[src/cpuPkg.sv]
package cpuPkg;

	// Unified memory geometry, word addressed
	localparam int memAddrWidth = 10;
	localparam int memDepth = 1024;

	// Multiplier occupancy after a mult
	localparam int mdLatency = 5;
	localparam int mdCntWidth = $clog2(mdLatency + 1);

	// Primary opcodes
	localparam logic [5:0] opRtype = 6'h00;
	localparam logic [5:0] opOri = 6'h0d;
	localparam logic [5:0] opLui = 6'h0f;
	localparam logic [5:0] opLw = 6'h23;
	localparam logic [5:0] opSw = 6'h2b;
	localparam logic [5:0] opBeq = 6'h04;

	// Function codes under opRtype
	localparam logic [5:0] fnAddu = 6'h21;
	localparam logic [5:0] fnSubu = 6'h23;
	localparam logic [5:0] fnMult = 6'h18;
	localparam logic [5:0] fnMfhi = 6'h10;
	localparam logic [5:0] fnMflo = 6'h12;

	// When a producer's result exists
	typedef enum logic [1:0] {tNone, tAlu, tDm} tnewT;

	typedef enum logic [1:0] {aluAdd, aluSub, aluOr, aluLui} aluOpT;

	typedef struct packed {
		aluOpT aluOp;
		logic useImm;
		logic regWrite;
		logic memRead;
		logic memWrite;
		logic isBranch;
		logic mdStart;
		logic mdRead;
		logic mdSelHi;
		logic [4:0] dest;
	} ctrlT;

	typedef struct packed {
		logic [31:0] pc;
		logic [31:0] instr;
		ctrlT ctrl;
		logic [31:0] rsVal;
		logic [31:0] rtVal;
	} exStageT;

	typedef struct packed {
		logic [31:0] pc;
		logic [31:0] instr;
		ctrlT ctrl;
		logic [31:0] aluResult;
		logic [31:0] storeData;
	} memStageT;

	typedef struct packed {
		logic [31:0] pc;
		logic [31:0] instr;
		ctrlT ctrl;
		logic [31:0] result;
	} wbStageT;

endpackage

[src/mdUnit.sv]
`timescale 1ns/100ps

module mdUnit import cpuPkg::*; (
	input logic clk,
	input logic rstN,
	input logic start,
	input logic read,
	input logic selHi,
	input logic [31:0] opA,
	input logic [31:0] opB,
	output logic [31:0] result,
	output logic busy
);

	logic [mdCntWidth-1:0] count;
	logic [63:0] product;
	logic [31:0] hi, lo;

	// Unsigned product captured when the mult is in execute
	always_ff @(posedge clk) begin
		if (start) begin
			product <= {32'b0, opA} * {32'b0, opB};
		end
	end

	always_ff @(posedge clk or negedge rstN) begin
		if (!rstN) begin
			count <= '0;
			hi <= '0;
			lo <= '0;
		end else if (start) begin
			count <= mdCntWidth'(mdLatency);
		end else if (count != '0) begin
			count <= count - 1'b1;
			// Last busy cycle, hi/lo visible as busy drops
			if (count == mdCntWidth'(1)) begin
				{hi, lo} <= product;
			end
		end
	end

	assign busy = (count != '0);
	assign result = read ? (selHi ? hi : lo) : 32'd0;

endmodule

[config.mk]
export PLATFORM = sky130hd
export DESIGN_NAME = mdUnit
export DESIGN_NICKNAME = d
export VERILOG_FILES = /design/src/cpuPkg.sv /design/src/mdUnit.sv
export SDC_FILE = /design/constraint.sdc
export NUM_CORES = 2
export LEC_CHECK = 0
export CAP_MARGIN = 10
export CORE_MARGIN = 2
export CORE_UTILIZATION = 36
export CTS_CLUSTER_DIAMETER = 30
export DETAILED_ROUTE_END_ITERATION = 12
export DONT_BUFFER_PORTS = 1
export GPL_TIMING_DRIVEN = 1
export PLACE_DENSITY = 0.52
export SLEW_MARGIN = 15
export SYNTH_ARGS = -nofsm -noshare
export SYNTH_HDL_FRONTEND = slang
export SYNTH_SLANG_ARGS = --single-unit
[constraint.sdc]
create_clock -name clk -period 3.04 [get_ports clk]
set_input_delay 0.608 -clock clk [delete_from_list [all_inputs] [get_ports clk]]
set_output_delay 0.608 -clock clk [all_outputs]
set_load 0.02 [all_outputs]
==> run summary <==
Outcome: finished with violations
Failing checks: setup timing
Hold WS: 0.0539 ns
Vias in the first global route: 30096
WP data required: 3.21 ns
Worst-path clk slew: 0.06 ns
Clock sinks: 131
Post-route DRC: 0
Synth top area cells: fa_1, and2_1, ha_1, inv_1, edfxtp_1
Share of cells above drive strength 1: 0.168
Syn Inst Count: 3974
Stages on the worst setup path: 22
Number of I/O port buffers: 0
Setup crit end: product[63]
WS Path Type: in2reg
Post-route ant nets: 0
Die X: 331 um
CP startpoint: opB[2]
Starting density of the core: 0.364
GRT overflow: 0
Setup ws final: -4.06 ns
Antenna violations before repair: 3
Area growth, synth to finish: 14.2%
Final setup violation count: 59
Via count: 26712
Worst Tran Pin Value: 0.577 ns
Startpoint types: input pin
Syn Area/Cell: 9.66 sq um
Async SR Flop Fraction: 0.511
# IOs: 102
CTS Buf Count: 17
GR Util met1: 0.268
FF-to-FF path depth: 5
Tot GR Track Use: 0.210
Cell breakdown of the critical path: and2_4 -> fa_1 -> inv_1 -> fa_1 -> fa_1 -> fa_1 -> inv_1 -> fa_1 -> fa_1 -> fa_1 -> fa_1 -> ha_1 -> buf_4 -> a31o_4 -> a221oi_4 -> o2111ai_2 -> a21oi_4 -> o31ai_4 -> a21o_2 -> a221oi_2 -> a31oi_1 -> xnor2_1
Met3 global-route usage: 0.0153
Final Cycle Share: 2.34
# fillers: 10416
Unrepaired setup endpoints after global routing: true
Core area: 106000 sq um
Die footprint: 109000 sq um
FF-to-FF Start: count[0]
Rel. slew slack: 0.615
Number of flops mapped to enable cells by yosys: 64
Minimum clock period: 7.10 ns
Synth area leader: fa_1
Max cap viols: 0
Die H: 331 um
Post-Syn Area: 38400 sq um
CTS max path bufs: 2
Slew Limit Fails: 0
Worst path slowest cell: fa_1
Clock Skew: 0.00638 ns
Total Wirelength: 111000 um
Crit path DAT: 7.26 ns
Post-DP HPWL: 86300 um
Pre-antenna DRT Iters: 5
Most used DFF post-synth: dfrtp_1
CTS tree: yes
Critical path peak fanout: 32
Synth cell types: 72
HP Class: in2async
First-pass GRT wire length: 175000 um
M2 GR Usage: 0.384
Worst skew pair latency: 0.42 ns
Routability Congestion: 0.845
Final #Nets: 5254
Sequential share of the synthesized area: 0.0937
Root buffer cell: clkbuf_16
Yosys warnings: 0
Final Hold Fails: 0
Mapped Nets: 5205
WP buf/inv: 3
RR Endpoint: hi[25]
Pre-CTS WS: -4.57 ns
DRT iter0 DRCs: 1097
Flop-to-flop setup slack: 1.06 ns
Critical Path End Type: register
H-Tree Depth: 4
Max stage delay on crit path: 0.58 ns
Most frequent cells in the layout: fa_1, inv_1, and2_1, nand2_1, buf_4
Wire per inst: 20.4 um
Vias per cell: 4.92
Fmax: 141 MHz
Rows: 119
Most common cell after layout, fill and taps aside: fa_1
Crit-path leading delay family: adder cells
Synth Register Bits: 131
Largest net degree at the start of global routing: 69
Gr busiest metal: met2
Most common cell on crit path: fa_1
Top cell type's share of synthesized area: 0.467
## cells by family (layout without fill, tap and decap cells)
family | Yosys count | count (layout) | synth area share
compound gates | 203 | 203 | 0.0371
xor+xnor | 61 | 61 | 0.0139
fa+ha+maj | 1162 | 1162 | 0.554
buf+inv | 1106 | 1167 | 0.109
flops | 131 | 131 | 0.0937
mux | 97 | 97 | 0.0274
other cells | 0 | 1 | 0
simple gates | 1214 | 1214 | 0.166
## worst reg2reg max path, cell delays in order, from the launching register on
cell     delay, ns
dfrtp_1       0.39
inv_1         0.07
ha_1          0.23
nor4b_2       0.38
buf_12        0.37
mux2_2        0.43
## layout make-up
type	instances	area, sq um	area share
multi-input combinational	2737	32500	0.742
sequential	131	3600	0.0821
inverter	877	3290	0.0751
timing repair buffer	259	2120	0.0483
tap	1391	1740	0.0397
clock buffer	23	509	0.0116
clock inverter	8	48.8	0.00111
antenna	1	2.50	0.0000571
## timing repair
item | CTS | global route
setup endpoints to repair | 59 | 59
pin swaps | 138 | 160
hold buffers | 1 | 0
setup buffers | 20 | 29
endpoints found under the hold margin | 67 | 0
resized for setup | 166 | 128
## per-layer routing
layer | vias to the layer above | part of all wire | routed length (um)
met4 | 0 | 0.029 | 3210
li1 | 11722 | - | -
met2 | 496 | 0.53 | 59000
met5 | - | 0 | 0
met1 | 14344 | 0.41 | 45500
met3 | 150 | 0.028 | 3110
## Yosys cell counts (6+ instances only)
cell type and n:
nand4_1 13, mux2_2 64, a211oi_1 6, nor2b_1 41, o21ai_0 28, inv_1 877
nand3_1 15, xor2_1 15, nand2b_1 7, and2_1 612, fa_1 896, nor2_1 35
mux2i_1 33, a21oi_2 9, nand2_1 460, edfxtp_1 64, clkbuf_1 216, a21oi_1 71
nor3_1 7, ha_1 266, xnor2_1 46, o21bai_1 11, buf_2 6, a21o_1 28
dfrtp_1 67, and3_1 7
## metrics by stage
stage          TNS, ns  instances  area [sq um]  utilization
2_1_floorplan  -195.59       3974         39300            -
3_3_place_gp   -218.67       5377         41600        0.394
3_5_place_dp   -220.30       5377         41600        0.394
4_1_cts        -190.20       5411         43100        0.408
5_1_grt        -198.80       5427         43800        0.415
6_report       -191.70       5427         43800        0.415
## sequential cells by signal, summed over array words and instances, names as in the netlist
signal / count
product: 64
hi: 32
lo: 32
count: 3
## worst min path at each step
| stage | endpoint | cells after the start |
|---|---|---|
| finish | count[2] | 1 |
| global route | hi[7] | 1 |
| CTS | lo[3] | 1 |
| detailed placement | count[0] | 0 |
| global placement | count[1] | 0 |
| floorplan | count[0] | 0 |
Power is left out: the tool's default activity adds up to more than one toggle a clock period on the data nets, which glitch-free logic cannot reach.
