==> src/cpuPkg.sv <==
package cpuPkg;

	// Unified memory geometry, word addressed
	localparam int memAddrWidth = 10;
	localparam int memDepth = 1024;

	// Multiplier occupancy after a mult
	localparam int mdLatency = 5;
	localparam int mdCntWidth = $clog2(mdLatency + 1);

	// Primary opcodes
	localparam logic [5:0] opRtype = 6'h00;
	localparam logic [5:0] opOri = 6'h0d;
	localparam logic [5:0] opLui = 6'h0f;
	localparam logic [5:0] opLw = 6'h23;
	localparam logic [5:0] opSw = 6'h2b;
	localparam logic [5:0] opBeq = 6'h04;

	// Function codes under opRtype
	localparam logic [5:0] fnAddu = 6'h21;
	localparam logic [5:0] fnSubu = 6'h23;
	localparam logic [5:0] fnMult = 6'h18;
	localparam logic [5:0] fnMfhi = 6'h10;
	localparam logic [5:0] fnMflo = 6'h12;

	// When a producer's result exists
	typedef enum logic [1:0] {tNone, tAlu, tDm} tnewT;

	typedef enum logic [1:0] {aluAdd, aluSub, aluOr, aluLui} aluOpT;

	typedef struct packed {
		aluOpT aluOp;
		logic useImm;
		logic regWrite;
		logic memRead;
		logic memWrite;
		logic isBranch;
		logic mdStart;
		logic mdRead;
		logic mdSelHi;
		logic [4:0] dest;
	} ctrlT;

	typedef struct packed {
		logic [31:0] pc;
		logic [31:0] instr;
		ctrlT ctrl;
		logic [31:0] rsVal;
		logic [31:0] rtVal;
	} exStageT;

	typedef struct packed {
		logic [31:0] pc;
		logic [31:0] instr;
		ctrlT ctrl;
		logic [31:0] aluResult;
		logic [31:0] storeData;
	} memStageT;

	typedef struct packed {
		logic [31:0] pc;
		logic [31:0] instr;
		ctrlT ctrl;
		logic [31:0] result;
	} wbStageT;

endpackage

==> src/memBus.sv <==
`timescale 1ns/100ps

// One requester's path into the shared memory
interface memBus import cpuPkg::*; ();

	logic req;
	logic we;
	logic [memAddrWidth-1:0] addr;
	logic [31:0] wdata;
	logic [31:0] rdata;
	logic gnt;

	modport requester (
		output req, we, addr, wdata,
		input rdata, gnt
	);

	modport arbiter (
		input req, we, addr, wdata,
		output rdata, gnt
	);

endinterface

==> src/memArbiter.sv <==
`timescale 1ns/100ps

module memArbiter import cpuPkg::*; (
	memBus.arbiter loadBus,
	memBus.arbiter dataBus,
	memBus.arbiter fetchBus,
	output logic memWe,
	output logic [memAddrWidth-1:0] memAddr,
	output logic [31:0] memWdata,
	input logic [31:0] memRdata
);

	// Fixed priority: load port, then data, then fetch
	assign loadBus.gnt = loadBus.req;
	assign dataBus.gnt = dataBus.req && !loadBus.req;
	assign fetchBus.gnt = fetchBus.req && !loadBus.req && !dataBus.req;

	always_comb begin
		memWe = 1'b0;
		memAddr = fetchBus.addr;
		memWdata = fetchBus.wdata;
		if (loadBus.gnt) begin
			memWe = loadBus.we;
			memAddr = loadBus.addr;
			memWdata = loadBus.wdata;
		end else if (dataBus.gnt) begin
			memWe = dataBus.we;
			memAddr = dataBus.addr;
			memWdata = dataBus.wdata;
		end
	end

	// Read data goes back to everyone, only the granted one uses it
	assign loadBus.rdata = memRdata;
	assign dataBus.rdata = memRdata;
	assign fetchBus.rdata = memRdata;

endmodule

==> src/flat_wrapper.sv <==
// flat-port wrapper written by rule: the top's interface ports become plain ports
module memArbiter_flat import cpuPkg::*;
  (memWe, memAddr, memWdata, memRdata, loadBus_req, loadBus_we, loadBus_addr, loadBus_wdata, loadBus_rdata, loadBus_gnt, dataBus_req, dataBus_we, dataBus_addr, dataBus_wdata, dataBus_rdata, dataBus_gnt, fetchBus_req, fetchBus_we, fetchBus_addr, fetchBus_wdata, fetchBus_rdata, fetchBus_gnt);
  memBus loadBus_i ();
  memBus dataBus_i ();
  memBus fetchBus_i ();
  output logic memWe;
  output logic [memAddrWidth-1:0] memAddr;
  output logic [31:0] memWdata;
  input logic [31:0] memRdata;
  input wire logic [$bits(loadBus_i.req)-1:0] loadBus_req;
  input wire logic [$bits(loadBus_i.we)-1:0] loadBus_we;
  input wire logic [$bits(loadBus_i.addr)-1:0] loadBus_addr;
  input wire logic [$bits(loadBus_i.wdata)-1:0] loadBus_wdata;
  output wire logic [$bits(loadBus_i.rdata)-1:0] loadBus_rdata;
  output wire logic [$bits(loadBus_i.gnt)-1:0] loadBus_gnt;
  input wire logic [$bits(dataBus_i.req)-1:0] dataBus_req;
  input wire logic [$bits(dataBus_i.we)-1:0] dataBus_we;
  input wire logic [$bits(dataBus_i.addr)-1:0] dataBus_addr;
  input wire logic [$bits(dataBus_i.wdata)-1:0] dataBus_wdata;
  output wire logic [$bits(dataBus_i.rdata)-1:0] dataBus_rdata;
  output wire logic [$bits(dataBus_i.gnt)-1:0] dataBus_gnt;
  input wire logic [$bits(fetchBus_i.req)-1:0] fetchBus_req;
  input wire logic [$bits(fetchBus_i.we)-1:0] fetchBus_we;
  input wire logic [$bits(fetchBus_i.addr)-1:0] fetchBus_addr;
  input wire logic [$bits(fetchBus_i.wdata)-1:0] fetchBus_wdata;
  output wire logic [$bits(fetchBus_i.rdata)-1:0] fetchBus_rdata;
  output wire logic [$bits(fetchBus_i.gnt)-1:0] fetchBus_gnt;
  assign loadBus_i.req = loadBus_req;
  assign loadBus_i.we = loadBus_we;
  assign loadBus_i.addr = loadBus_addr;
  assign loadBus_i.wdata = loadBus_wdata;
  assign loadBus_rdata = loadBus_i.rdata;
  assign loadBus_gnt = loadBus_i.gnt;
  assign dataBus_i.req = dataBus_req;
  assign dataBus_i.we = dataBus_we;
  assign dataBus_i.addr = dataBus_addr;
  assign dataBus_i.wdata = dataBus_wdata;
  assign dataBus_rdata = dataBus_i.rdata;
  assign dataBus_gnt = dataBus_i.gnt;
  assign fetchBus_i.req = fetchBus_req;
  assign fetchBus_i.we = fetchBus_we;
  assign fetchBus_i.addr = fetchBus_addr;
  assign fetchBus_i.wdata = fetchBus_wdata;
  assign fetchBus_rdata = fetchBus_i.rdata;
  assign fetchBus_gnt = fetchBus_i.gnt;
  memArbiter u_core (.loadBus(loadBus_i), .dataBus(dataBus_i), .fetchBus(fetchBus_i), .memWe(memWe), .memAddr(memAddr), .memWdata(memWdata), .memRdata(memRdata));
endmodule
==> config.mk <==
export PLATFORM = sky130hd
export DESIGN_NAME = memArbiter_flat
export DESIGN_NICKNAME = d
export VERILOG_FILES = /design/src/cpuPkg.sv /design/src/memBus.sv /design/src/memArbiter.sv /design/src/flat_wrapper.sv
export SDC_FILE = /design/constraint.sdc
export NUM_CORES = 1
export LEC_CHECK = 0
export ABC_AREA = 1
export BUFFER_PORTS_ARGS = -buffer_cell sky130_fd_sc_hd__buf_2
export CORE_AREA = 2 2 118 120
export DETAILED_ROUTE_END_ITERATION = 7
export DIE_AREA = 0 0 120 122
export PLACE_DENSITY_LB_ADDON = 0.25
export SLEW_MARGIN = 20
export SYNTH_ARGS = -nofsm -noshare
export SYNTH_HDL_FRONTEND = slang
export SYNTH_SLANG_ARGS = --single-unit
==> constraint.sdc <==
create_clock -name vclk -period 1.1
set_input_delay 0.22 -clock vclk [all_inputs]
set_output_delay 0.22 -clock vclk [all_outputs]
set_load 0.03 [all_outputs]
==> flow_summary.yaml <==
floorplanning:
  boundaryPins: 306
  die-area_mm2: 0.01464
  rows: 43
  die_x_um: 120
  core_area_mm2: 0.01350
  start_util_pct: 12.08
  die_y_um: 122
yosys:
  netlist.top_cell.by_area: "buf_4"
  avgSynthCellArea_um2: 5.588
  syn_area_mm2: 0.001632
  syn_inst: 292
  ys_seq_area_share_pct: 0
  synth_area_leaders: "buf_4 48%, nand3_1 26%, nand2_1 20%"
  syn-num-nets: 456
  yosysUniqueCellTypes: 10
  yosysTopAreaCellShare_pct: 47.85
  yosys_warnings: 0
detailed_routing:
  postRouteWirelength_um: 8038
  firstDrtPassIters: 4
  drc_errors: 0
  wl_met3_um: 683
  wl_per_cell_um: 14.48
  initialDrtViolationCount: 34
  vias_per_cell: 3.870
  wl_met1_um: 2737
  ant_nets: 0
  top_layer_used: "met5"
  dr_wl_met2_um: 4236
  vias: 2148
layout:
  layout.nets: 541
  seq_area_um2: 0
  antenna_cells: 0
  synthToLayoutAreaGrowth_pct: 78.99
  fin_cells: 555
  postLayoutCoreUtil_pct: 21.63
  layout_commonest_cell: "buf_2"
  clock_buffer_count: 0
  final_cell_mix: "131 x buf_2, 71 x nand2_1, 60 x nand3_2, 48 x buf_6, 24 x nand3_1"
  drive_above_1_share_pct: 74.13
  seq_cell_count: 0
global_route:
  grt_max_degree: 28
  grt.overflow.total: 0
  grt_pass1_vias: 2255
  grtUsageTotal_pct: 10.25
  grt_pass1_wl_um: 11670
  antenna_found_initial: 1
setup_path:
  start_kind: "primary input"
  cp.arrival_ps: 990
  cp_max_fo: 13
  path_class: "primary input to primary output"
  end_kind: "primary output"
  required_ps: 880
timing:
  setup_viol: 44
  final.min_clock_period_ps: 1210
  tns_ps: -3362
  worst_pin_slew_ps: 176.4
  maxSlewViolCount: 0
  clock.fmax_mhz: 826.5
  hold-worst-slack_ps: 440.0
  period_share_pct: 110.0
  hold_violations: 0
  layout_setup_ws_ps: -109.9
  maxSlewHeadroom_pct: 88.24
  rsz0062_at_grt: "yes"
flow_run:
  cap_violations: 0
placement:
  placed_cells: 545
  hpwl_um: 5722
  port_buffers: 177
  place_congestion: 0.7402
  dp_worst_setup_slack_ps: -258.5
hold_path:
  hold_path_end: "dataBus_rdata[25]"
  min_path_type: "primary input to primary output"
  hp-start: "memRdata[25]"
  hold_depth: 0
pwr:
  ir_worst_vdd_v: 0.0001974
  power.leakage_nw: 1.583
  p_per_area_mw_per_mm2: 508.7
clock_network:
  cts_hold_buf: 0
outcome:
  violations: "setup timing"
  outcome: "finished, violations left"
-- what timing repair did --
action,in CTS,in global routing
cloned,6,0
endpoints found under the setup margin,46,45
buffers inserted,7,0
pin swaps,3,6
gates resized for setup,139,12
-- critical path, cell delays in order --
cell	delay (ps)
buf_12	120
nor2_8	180
buf_12	170
nand2_1	90
nand3_2	70
buf_6	130
-- how the worst max path moves through the flow --
stage,from,endpoint,cells past startpoint
after CTS,dataBus_req,memWdata[26],7
after global placement,loadBus_req,memWdata[5],5
final,loadBus_req,memWdata[8],6
after floorplan,dataBus_req,memAddr[9],4
after global routing,loadBus_req,memWdata[8],6
after detailed placement,dataBus_req,memWdata[23],5
-- cell usage after synthesis (all sizes together) --
master	instances
nand3	84
nand2	87
buf	115
inv	3
o21ai	1
nor2	2
-- through the flow --
stage	power (mW)	instance area, µm²
after floorplan	1.310	1843
after global placement	1.121	2245
after detailed placement	1.125	2245
after CTS	1.519	2924
after global routing	1.591	2920
final	1.486	2920
-- final cells by class --
class                           count  area [µm²]
Tap cell                          180       225.2
Inverter                            3       18.77
Timing Repair Buffer              198        1539
Multi-Input combinational cell    174        1137
Fill cell                        1529       10580
-- kinds of logic (layout without fill, tap and decap cells) --
| kind of cell | after synthesis | count (layout) | share of synthesized area, % |
|---|---|---|---|
| AOI/OAI and AO/OA | 1 | 1 | 0.3065 |
| buffers and inverters | 118 | 201 | 52.45 |
| and+or+nand+nor | 173 | 173 | 47.24 |
-- metal layers --
metal	vias to the layer above	GRT usage, %
met4	2	4.559
met1	958	10.85
li1	1015	-
met5	-	0
met2	127	19.60
met3	46	1.919
-- power breakdown --
group | total, mW | switching (mW) | internal [mW]
Combinational | 1.49 | 0.782 | 0.704
Sequential | 0 | 0 | 0
Clock | 0 | 0 | 0
Total | 1.49 | 0.782 | 0.704
Note: power is estimated with default switching activity, not from simulation.
