$ cat src/cpuPkg.sv
package cpuPkg;

	// Unified memory geometry, word addressed
	localparam int memAddrWidth = 10;
	localparam int memDepth = 1024;

	// Multiplier occupancy after a mult
	localparam int mdLatency = 5;
	localparam int mdCntWidth = $clog2(mdLatency + 1);

	// Primary opcodes
	localparam logic [5:0] opRtype = 6'h00;
	localparam logic [5:0] opOri = 6'h0d;
	localparam logic [5:0] opLui = 6'h0f;
	localparam logic [5:0] opLw = 6'h23;
	localparam logic [5:0] opSw = 6'h2b;
	localparam logic [5:0] opBeq = 6'h04;

	// Function codes under opRtype
	localparam logic [5:0] fnAddu = 6'h21;
	localparam logic [5:0] fnSubu = 6'h23;
	localparam logic [5:0] fnMult = 6'h18;
	localparam logic [5:0] fnMfhi = 6'h10;
	localparam logic [5:0] fnMflo = 6'h12;

	// When a producer's result exists
	typedef enum logic [1:0] {tNone, tAlu, tDm} tnewT;

	typedef enum logic [1:0] {aluAdd, aluSub, aluOr, aluLui} aluOpT;

	typedef struct packed {
		aluOpT aluOp;
		logic useImm;
		logic regWrite;
		logic memRead;
		logic memWrite;
		logic isBranch;
		logic mdStart;
		logic mdRead;
		logic mdSelHi;
		logic [4:0] dest;
	} ctrlT;

	typedef struct packed {
		logic [31:0] pc;
		logic [31:0] instr;
		ctrlT ctrl;
		logic [31:0] rsVal;
		logic [31:0] rtVal;
	} exStageT;

	typedef struct packed {
		logic [31:0] pc;
		logic [31:0] instr;
		ctrlT ctrl;
		logic [31:0] aluResult;
		logic [31:0] storeData;
	} memStageT;

	typedef struct packed {
		logic [31:0] pc;
		logic [31:0] instr;
		ctrlT ctrl;
		logic [31:0] result;
	} wbStageT;

endpackage

$ cat src/memBus.sv
`timescale 1ns/100ps

// One requester's path into the shared memory
interface memBus import cpuPkg::*; ();

	logic req;
	logic we;
	logic [memAddrWidth-1:0] addr;
	logic [31:0] wdata;
	logic [31:0] rdata;
	logic gnt;

	modport requester (
		output req, we, addr, wdata,
		input rdata, gnt
	);

	modport arbiter (
		input req, we, addr, wdata,
		output rdata, gnt
	);

endinterface

$ cat src/instrDecode.sv
`timescale 1ns/100ps

module instrDecode import cpuPkg::*; (
	input logic [31:0] instr,
	output ctrlT ctrl,
	output logic useRs0,
	output logic useRs1,
	output logic useRt0,
	output logic useRt1,
	output logic isMd,
	output tnewT tnew
);

	logic [5:0] op;
	logic [5:0] fn;
	logic [4:0] rt;
	logic [4:0] rd;

	assign op = instr[31:26];
	assign fn = instr[5:0];
	assign rt = instr[20:16];
	assign rd = instr[15:11];

	always_comb begin
		ctrl = '0;
		useRs0 = 1'b0;
		useRs1 = 1'b0;
		useRt0 = 1'b0;
		useRt1 = 1'b0;
		isMd = 1'b0;
		tnew = tNone;
		case (op)
			opRtype: begin
				case (fn)
					fnAddu, fnSubu: begin
						if (fn == fnSubu) begin
							ctrl.aluOp = aluSub;
						end
						ctrl.regWrite = 1'b1;
						ctrl.dest = rd;
						useRs1 = 1'b1;
						useRt1 = 1'b1;
						tnew = tAlu;
					end
					fnMult: begin
						ctrl.mdStart = 1'b1;
						useRs1 = 1'b1;
						useRt1 = 1'b1;
						isMd = 1'b1;
					end
					fnMfhi, fnMflo: begin
						ctrl.mdRead = 1'b1;
						ctrl.mdSelHi = (fn == fnMfhi);
						ctrl.regWrite = 1'b1;
						ctrl.dest = rd;
						isMd = 1'b1;
						tnew = tAlu;
					end
					default: ;
				endcase
			end
			opOri, opLui: begin
				ctrl.aluOp = (op == opOri) ? aluOr : aluLui;
				ctrl.useImm = 1'b1;
				ctrl.regWrite = 1'b1;
				ctrl.dest = rt;
				useRs1 = (op == opOri);
				tnew = tAlu;
			end
			opLw: begin
				ctrl.useImm = 1'b1;
				ctrl.memRead = 1'b1;
				ctrl.regWrite = 1'b1;
				ctrl.dest = rt;
				useRs1 = 1'b1;
				tnew = tDm;
			end
			opSw: begin
				// Store data is only needed in execute
				ctrl.useImm = 1'b1;
				ctrl.memWrite = 1'b1;
				useRs1 = 1'b1;
				useRt1 = 1'b1;
			end
			opBeq: begin
				ctrl.isBranch = 1'b1;
				useRs0 = 1'b1;
				useRt0 = 1'b1;
			end
			default: ;
		endcase
	end

endmodule

$ cat src/stallControl.sv
`timescale 1ns/100ps

module stallControl import cpuPkg::*; (
	input logic [31:0] instrD,
	input logic [31:0] instrE,
	input logic [31:0] instrM,
	input logic [4:0] destE,
	input logic [4:0] destM,
	input logic mdBusy,
	output logic enPC,
	output logic enD,
	output logic clrE
);

	logic useRs0, useRs1, useRt0, useRt1, isMdD;
	ctrlT ctrlE;
	tnewT tnewE, tnewM;
	logic rsHitE, rsHitM, rtHitE, rtHitM;
	logic stallRs, stallRt, stallMd, stall;

	instrDecode decD (
		.instr(instrD),
		.ctrl(),
		.useRs0(useRs0),
		.useRs1(useRs1),
		.useRt0(useRt0),
		.useRt1(useRt1),
		.isMd(isMdD),
		.tnew()
	);

	instrDecode decE (
		.instr(instrE),
		.ctrl(ctrlE),
		.useRs0(), .useRs1(), .useRt0(), .useRt1(), .isMd(),
		.tnew(tnewE)
	);

	instrDecode decM (
		.instr(instrM),
		.ctrl(),
		.useRs0(), .useRs1(), .useRt0(), .useRt1(), .isMd(),
		.tnew(tnewM)
	);

	// Register matches against a real destination
	assign rsHitE = (instrD[25:21] == destE) && (destE != 5'd0);
	assign rsHitM = (instrD[25:21] == destM) && (destM != 5'd0);
	assign rtHitE = (instrD[20:16] == destE) && (destE != 5'd0);
	assign rtHitM = (instrD[20:16] == destM) && (destM != 5'd0);

	////////////////////////////////////////////////////////////
	// Use time against new-value time
	////////////////////////////////////////////////////////////
	always_comb begin
		stallRs = (useRs0 && rsHitE && tnewE != tNone)
			|| (useRs0 && rsHitM && tnewM == tDm)
			|| (useRs1 && rsHitE && tnewE == tDm);
		stallRt = (useRt0 && rtHitE && tnewE != tNone)
			|| (useRt0 && rtHitM && tnewM == tDm)
			|| (useRt1 && rtHitE && tnewE == tDm);
		// hi/lo not settled while a mult is in flight
		stallMd = isMdD && (mdBusy || ctrlE.mdStart);
		stall = stallRs || stallRt || stallMd;
	end

	assign enPC = !stall;
	assign enD = !stall;
	assign clrE = stall;

endmodule

$ cat src/mipsCore.sv
`timescale 1ns/100ps

module mipsCore import cpuPkg::*; (
	input logic clk,
	input logic rstN,
	memBus.requester fetchBus,
	memBus.requester dataBus,
	output logic mdStart,
	output logic mdRead,
	output logic mdSelHi,
	output logic [31:0] mdOpA,
	output logic [31:0] mdOpB,
	input logic [31:0] mdResult,
	input logic mdBusy,
	output logic wbEn,
	output logic [4:0] wbReg,
	output logic [31:0] wbData,
	output logic [31:0] wbPc
);

	logic [31:0] pc, pcD, instrD;
	logic pendValid;
	logic [31:0] pendTarget;
	exStageT stageE;
	memStageT stageM;
	wbStageT stageW;
	logic [31:0] regs [32];
	ctrlT ctrlD;
	logic enPC, enD, clrE;
	logic [31:0] rsD, rtD, rsE, rtE, immE, opB, aluOut, resultE;
	logic [31:0] branchTarget;
	logic takenD;

	// Newest of memory and writeback or else the given value
	function automatic logic [31:0] forward(input logic [4:0] src, input logic [31:0] dflt);
		if (src == 5'd0)
			return 32'd0;
		if (stageM.ctrl.regWrite && !stageM.ctrl.memRead && stageM.ctrl.dest == src)
			return stageM.aluResult;
		if (stageW.ctrl.regWrite && stageW.ctrl.dest == src)
			return stageW.result;
		return dflt;
	endfunction

	////////////////////////////////////////////////////////////
	// Fetch
	////////////////////////////////////////////////////////////
	assign fetchBus.req = enPC;
	assign fetchBus.we = 1'b0;
	assign fetchBus.addr = pc[memAddrWidth+1:2];
	assign fetchBus.wdata = 32'd0;

	always_ff @(posedge clk or negedge rstN) begin
		if (!rstN) begin
			pc <= '0;
			pendValid <= 1'b0;
			pendTarget <= '0;
		end else begin
			// Taken branch whose delay slot lost the bus
			if (takenD && !fetchBus.gnt) begin
				pendValid <= 1'b1;
				pendTarget <= branchTarget;
			end else if (fetchBus.gnt) begin
				pendValid <= 1'b0;
			end
			if (fetchBus.gnt) begin
				pc <= pendValid ? pendTarget : (takenD ? branchTarget : pc + 32'd4);
			end
		end
	end

	always_ff @(posedge clk or negedge rstN) begin
		if (!rstN) begin
			instrD <= '0;
			pcD <= '0;
		end else if (enD) begin
			instrD <= fetchBus.gnt ? fetchBus.rdata : 32'd0;
			pcD <= pc;
		end
	end

	////////////////////////////////////////////////////////////
	// Decode
	////////////////////////////////////////////////////////////
	instrDecode decD (
		.instr(instrD),
		.ctrl(ctrlD),
		.useRs0(), .useRs1(), .useRt0(), .useRt1(), .isMd(), .tnew()
	);

	stallControl hazard (
		.instrD(instrD),
		.instrE(stageE.instr),
		.instrM(stageM.instr),
		.destE(stageE.ctrl.dest),
		.destM(stageM.ctrl.dest),
		.mdBusy(mdBusy),
		.enPC(enPC),
		.enD(enD),
		.clrE(clrE)
	);

	always_comb begin
		rsD = forward(instrD[25:21], regs[instrD[25:21]]);
		rtD = forward(instrD[20:16], regs[instrD[20:16]]);
		takenD = ctrlD.isBranch && (rsD == rtD) && enD;
		branchTarget = pcD + 32'd4 + {{14{instrD[15]}}, instrD[15:0], 2'b00};
	end

	always_ff @(posedge clk or negedge rstN) begin
		if (!rstN) begin
			stageE <= '0;
		end else if (clrE) begin
			stageE <= '0;
		end else begin
			stageE.pc <= pcD;
			stageE.instr <= instrD;
			stageE.ctrl <= ctrlD;
			stageE.rsVal <= rsD;
			stageE.rtVal <= rtD;
		end
	end

	////////////////////////////////////////////////////////////
	// Execute
	////////////////////////////////////////////////////////////
	always_comb begin
		rsE = forward(stageE.instr[25:21], stageE.rsVal);
		rtE = forward(stageE.instr[20:16], stageE.rtVal);
		// ori zero-extends while address offsets sign-extend
		if (stageE.instr[31:26] == opOri)
			immE = {16'd0, stageE.instr[15:0]};
		else
			immE = {{16{stageE.instr[15]}}, stageE.instr[15:0]};
		opB = stageE.ctrl.useImm ? immE : rtE;
		case (stageE.ctrl.aluOp)
			aluSub: aluOut = rsE - opB;
			aluOr: aluOut = rsE | opB;
			aluLui: aluOut = {stageE.instr[15:0], 16'd0};
			default: aluOut = rsE + opB;
		endcase
		resultE = stageE.ctrl.mdRead ? mdResult : aluOut;
	end

	assign mdStart = stageE.ctrl.mdStart;
	assign mdRead = stageE.ctrl.mdRead;
	assign mdSelHi = stageE.ctrl.mdSelHi;
	assign mdOpA = rsE;
	assign mdOpB = rtE;

	////////////////////////////////////////////////////////////
	// Memory and writeback
	////////////////////////////////////////////////////////////
	assign dataBus.req = stageM.ctrl.memRead || stageM.ctrl.memWrite;
	assign dataBus.we = stageM.ctrl.memWrite;
	assign dataBus.addr = stageM.aluResult[memAddrWidth+1:2];
	assign dataBus.wdata = stageM.storeData;

	always_ff @(posedge clk or negedge rstN) begin
		if (!rstN) begin
			stageM <= '0;
			stageW <= '0;
		end else begin
			stageM.pc <= stageE.pc;
			stageM.instr <= stageE.instr;
			stageM.ctrl <= stageE.ctrl;
			stageM.aluResult <= resultE;
			stageM.storeData <= rtE;
			stageW.pc <= stageM.pc;
			stageW.instr <= stageM.instr;
			stageW.ctrl <= stageM.ctrl;
			stageW.result <= stageM.ctrl.memRead ? dataBus.rdata : stageM.aluResult;
		end
	end

	// r0 stays zero
	always_ff @(posedge clk) begin
		if (stageW.ctrl.regWrite && stageW.ctrl.dest != 5'd0) begin
			regs[stageW.ctrl.dest] <= stageW.result;
		end
	end

	assign wbEn = stageW.ctrl.regWrite;
	assign wbReg = stageW.ctrl.dest;
	assign wbData = stageW.result;
	assign wbPc = stageW.pc;

endmodule

$ cat src/flat_wrapper.sv
// flat-port wrapper written by rule: the top's interface ports become plain ports
module mipsCore_flat import cpuPkg::*;
  (clk, rstN, mdStart, mdRead, mdSelHi, mdOpA, mdOpB, mdResult, mdBusy, wbEn, wbReg, wbData, wbPc, fetchBus_req, fetchBus_we, fetchBus_addr, fetchBus_wdata, fetchBus_rdata, fetchBus_gnt, dataBus_req, dataBus_we, dataBus_addr, dataBus_wdata, dataBus_rdata, dataBus_gnt);
  memBus fetchBus_i ();
  memBus dataBus_i ();
  input logic clk;
  input logic rstN;
  output logic mdStart;
  output logic mdRead;
  output logic mdSelHi;
  output logic [31:0] mdOpA;
  output logic [31:0] mdOpB;
  input logic [31:0] mdResult;
  input logic mdBusy;
  output logic wbEn;
  output logic [4:0] wbReg;
  output logic [31:0] wbData;
  output logic [31:0] wbPc;
  output wire logic [$bits(fetchBus_i.req)-1:0] fetchBus_req;
  output wire logic [$bits(fetchBus_i.we)-1:0] fetchBus_we;
  output wire logic [$bits(fetchBus_i.addr)-1:0] fetchBus_addr;
  output wire logic [$bits(fetchBus_i.wdata)-1:0] fetchBus_wdata;
  input wire logic [$bits(fetchBus_i.rdata)-1:0] fetchBus_rdata;
  input wire logic [$bits(fetchBus_i.gnt)-1:0] fetchBus_gnt;
  output wire logic [$bits(dataBus_i.req)-1:0] dataBus_req;
  output wire logic [$bits(dataBus_i.we)-1:0] dataBus_we;
  output wire logic [$bits(dataBus_i.addr)-1:0] dataBus_addr;
  output wire logic [$bits(dataBus_i.wdata)-1:0] dataBus_wdata;
  input wire logic [$bits(dataBus_i.rdata)-1:0] dataBus_rdata;
  input wire logic [$bits(dataBus_i.gnt)-1:0] dataBus_gnt;
  assign fetchBus_req = fetchBus_i.req;
  assign fetchBus_we = fetchBus_i.we;
  assign fetchBus_addr = fetchBus_i.addr;
  assign fetchBus_wdata = fetchBus_i.wdata;
  assign fetchBus_i.rdata = fetchBus_rdata;
  assign fetchBus_i.gnt = fetchBus_gnt;
  assign dataBus_req = dataBus_i.req;
  assign dataBus_we = dataBus_i.we;
  assign dataBus_addr = dataBus_i.addr;
  assign dataBus_wdata = dataBus_i.wdata;
  assign dataBus_i.rdata = dataBus_rdata;
  assign dataBus_i.gnt = dataBus_gnt;
  mipsCore u_core (.clk(clk), .rstN(rstN), .fetchBus(fetchBus_i), .dataBus(dataBus_i), .mdStart(mdStart), .mdRead(mdRead), .mdSelHi(mdSelHi), .mdOpA(mdOpA), .mdOpB(mdOpB), .mdResult(mdResult), .mdBusy(mdBusy), .wbEn(wbEn), .wbReg(wbReg), .wbData(wbData), .wbPc(wbPc));
endmodule
$ cat config.mk
export PLATFORM = sky130hd
export DESIGN_NAME = mipsCore_flat
export DESIGN_NICKNAME = d
export VERILOG_FILES = /design/src/cpuPkg.sv /design/src/memBus.sv /design/src/instrDecode.sv /design/src/stallControl.sv /design/src/mipsCore.sv /design/src/flat_wrapper.sv
export SDC_FILE = /design/constraint.sdc
export NUM_CORES = 2
export LEC_CHECK = 0
export BUFFER_PORTS_ARGS = -buffer_cell sky130_fd_sc_hd__buf_4
export CAP_MARGIN = 0
export CORE_UTILIZATION = 55
export CTS_CLUSTER_DIAMETER = 120
export DETAILED_ROUTE_END_ITERATION = 6
export PLACE_DENSITY = 0.72
export SLEW_MARGIN = 15
export SYNTH_ARGS = -nofsm -noshare
export SYNTH_HDL_FRONTEND = slang
export SYNTH_SLANG_ARGS = --single-unit
$ cat constraint.sdc
create_clock -name clk -period 6.85 [get_ports clk]
set_clock_uncertainty 0.2 [all_clocks]
set_input_delay 0.3425 -clock clk [delete_from_list [all_inputs] [get_ports clk]]
set_output_delay 0.3425 -clock clk [all_outputs]
set_load 0.005 [all_outputs]
==> run summary <==
power per cell area - 308 nW/um2
via count - 51800
Post-Synth Adder-Cell Area - 1.62%
Synth Area in Simple Gates - 7.96%
Num CTS Buffers - 150
I/O Pins - 326
crit path launch type - flip-flop
RSZ-0062 raised after global routing - no
Post-CTS Setup Bufs - 0
Worst Path Max Fanout - 15
syn avg cell area - 14.5 um2
First-pass DRT Iterations - 7
Max Slew Vio Count - 0
area of the die - 134000 um2
Final period util - 95.3%
Setup-failing EPs final - 0
IR drop worst, VDD - 0.247 mV
Clk pin slew, worst setup/hold paths - 60 ps
layout cell share with drive strength beyond 1 - 25.8%
post-synthesis compound-gate area fraction - 8.13%
IO buf count - 291
Main synth FF type - edfxtp_1
status - complete, but fails checks
slowest stage delay, CP - 470 ps
GRT overflow - 0
die width - 365 um
largest net degree at the start of global routing - 142
clock root cell - clkbuf_16
global-route wire length before repair - 358000 um
Chip Height - 365 um
Post-Layout Cell Count - 7345
Worst EP required - 7330 ps
Clock Tree Buf Depth - 3
clk_lat worst skew - 810 ps
slowest library cell on the worst path - dfrtp_1
Register Area - 42100 um2
Post-synth ARST share - 30.6%
number of global-route vias before repair - 50300
Final Core Density - 64.2%
filler cell count - 9199
overall global routing resource usage - 38.2%
XOR/XNOR Fraction of Synth Area - 2.07%
Seq/Total Area, Yosys - 57.9%
Leak - 30.8 nW
Final nets - 5668
hold slack - 101 ps
area of the multi-input gates - 28500 um2
vias per cell - 7.05
FP Rows - 132
remaining antenna violation count - 0
clock sinks - 1475
Wirelength per Cell - 34.7 um
DRT iter0 DRCs - 8531
Setup CP Type - flip-flop to flip-flop
largest family of logic cells by synthesized area - multiplexers
Final min period - 6530 ps
CTS tree - yes
initial core utilization - 55.8%
flops & latches, synth - 1475
worst path cell trace - xor2_1 -> nor4_4 -> nand2_2 -> or2_2 -> a32oi_1 -> and2_1 -> nand3_1 -> nor3_2 -> a21oi_1 -> xnor2_1 -> ha_1 -> a21o_1 -> a21o_1 -> a21oi_1 -> or3b_2 -> o211ai_1 -> a21oi_1 -> nand3b_1 -> a41o_1 -> a31oi_1 -> xnor2_1 -> a221o_1
initial antenna violation count - 13
count of cell types in the netlist - 95
# H-tree levels - 4
nature of the critical path endpoint - flip-flop
Max Fclk - 153 MHz
Worst Tran Pin Value - 1370 ps
DP HPWL - 166000 um
drt total wl - 255000 um
Synth Instances - 5007
Yosys Warn Count - 0
mux share of post-synthesis cell area - 18.7%
number of flops mapped to enable cells by yosys - 1024
dpl cells - 6955
Core ar. - 130000 um2
Layout area overhead - 15.1%
failing checks - DRC
number of max-cap violations - 0
Worst slew margin - 7.95%
Hold WC Path Type - input pin to flip-flop
GPL Wtd Cong - 0.997
CP dominant cell by count - a21oi_1
Worst EP arrival - 7000 ps
mapped cell area - 72700 um2
DRC viols - 1
final hold vios - 0
==> per-layer routing <==
metal  GRT usage (%)  wire length [um]  vias up
met5               0               136        -
li1                -                 -    20600
met2            56.5            113000     4212
met4            22.5             17100       16
met1            49.9             88700    26100
met3            11.9             35700      875
==> through the flow <==
stage / worst slack, ps / power [mW] / area (um2) / setup TNS, ps
2_1_floorplan: 1020 / 14.5 / 72900 / 0
3_3_place_gp: -255 / 17.2 / 77500 / -869
3_5_place_dp: -241 / 17.3 / 77500 / -935
4_1_cts: 76.6 / 25.6 / 83600 / 0
5_1_grt: 56.3 / 26.4 / 83600 / 0
6_report: 324 / 25.8 / 83600 / 0
==> sequential cells by signal (all words and copies together), names as in the netlist, 5 cells and up <==
signal                flops
u_core.pcD               32
u_core.dataBus.addr      10
u_core.wbData            32
u_core.wbPc              32
u_core.dataBus.wdata     32
u_core.stageM            67
u_core.wbReg              5
u_core.instrD            32
u_core.pc                32
u_core.stageE           139
u_core.pendTarget        32
u_core.regs            1024
==> final timing paths <==
kind	from	endpoint	slack, ps	cells past startpoint
worst max-delay path	u_core.stageM[65]	u_core.stageM[59]	320	22
min in group asynchronous	rstN	u_core.wbData[20]	500	3
max in group asynchronous	rstN	u_core.instrD[17]	4640	4
worst max register to register	u_core.stageM[65]	u_core.stageM[59]	320	22
worst min-delay path	mdResult[15]	u_core.stageM[47]	100	3
worst min register to register	u_core.stageE[113]	u_core.stageM[113]	140	0
==> synthesized netlist by cell type, types with 33 or more instances <==
library cell,instances,area [um2]
buf_2,73,365
nor2_1,256,961
nand3_1,125,626
a21oi_1,151,756
clkbuf_1,170,638
and3_1,42,263
inv_1,73,274
o22ai_1,124,776
nor3_1,83,415
ha_1,91,1140
dfrtp_1,451,11300
o21ai_0,152,761
nor4_1,41,257
xnor2_1,104,911
xor2_1,68,596
a211oi_1,59,443
a22oi_1,64,480
a31oi_1,44,275
buf_4,120,901
nor2b_1,39,244
mux2_2,52,586
nand2_1,299,1120
a21o_1,33,248
mux4_2,487,11000
edfxtp_1,1024,30700
mux2i_1,169,1690
nand4_1,35,219
and2_1,106,663
==> where the power goes <==
part           switching (mW)  internal, mW  total (mW)
combinational            3.64          2.04        5.67
sequential              0.735          11.0        11.7
clock                    3.53          4.83        8.35
total                    7.90          17.9        25.8
==> what timing repair did <==
action / in CTS / in global routing
endpoints found under the hold margin: 208 / 0
resized for setup: 1 / 5
endpoints found under the setup margin: 6 / 8
hold buffers: 109 / 0
==> cell families after synthesis <==
family | after synthesis
flip-flops | 1475
AND/OR/NAND/NOR | 1162
AO/OA/AOI/OAI | 873
multiplexers | 731
buffers and inverters | 500
XOR/XNOR | 172
adder cells (fa/ha/maj) | 93
other | 1
==> layout make-up <==
type | count | share of cell area (%)
multi-input cells | 3096 | 34.1
clock inverters | 80 | 0.931
clock buffers | 197 | 5.04
well taps | 1742 | 2.61
flip-flops and latches | 1475 | 50.3
repair buffers | 673 | 6.63
inverters | 78 | 0.350
diodes | 4 | 0.0120
==> cells in the final DEF, fill, tap and decap left out, drive strengths merged, types with 72 or more instances in the layout <==
master,n
o22ai,124
mux2i,169
ha,91
nor3,85
dfrtp,451
buf,565
nand2,300
and2,107
o21ai,155
nand3,126
dlygate4sd3,108
mux2,72
xnor2,104
edfxtp,1024
clkbuf,197
inv,81
a21oi,151
mux4,490
nor2,259
==> worst max-delay path: cells and delay by family, from the launching register on <==
family | cells | cell delay (ps)
AOI/OAI and AO/OA | 10 | 2380
xor gates and xnor gates | 3 | 460
adders and majority gates | 1 | 380
DFF | 1 | 470
and+or+nand+nor | 8 | 2530
Power figures use the tool's default switching activity.
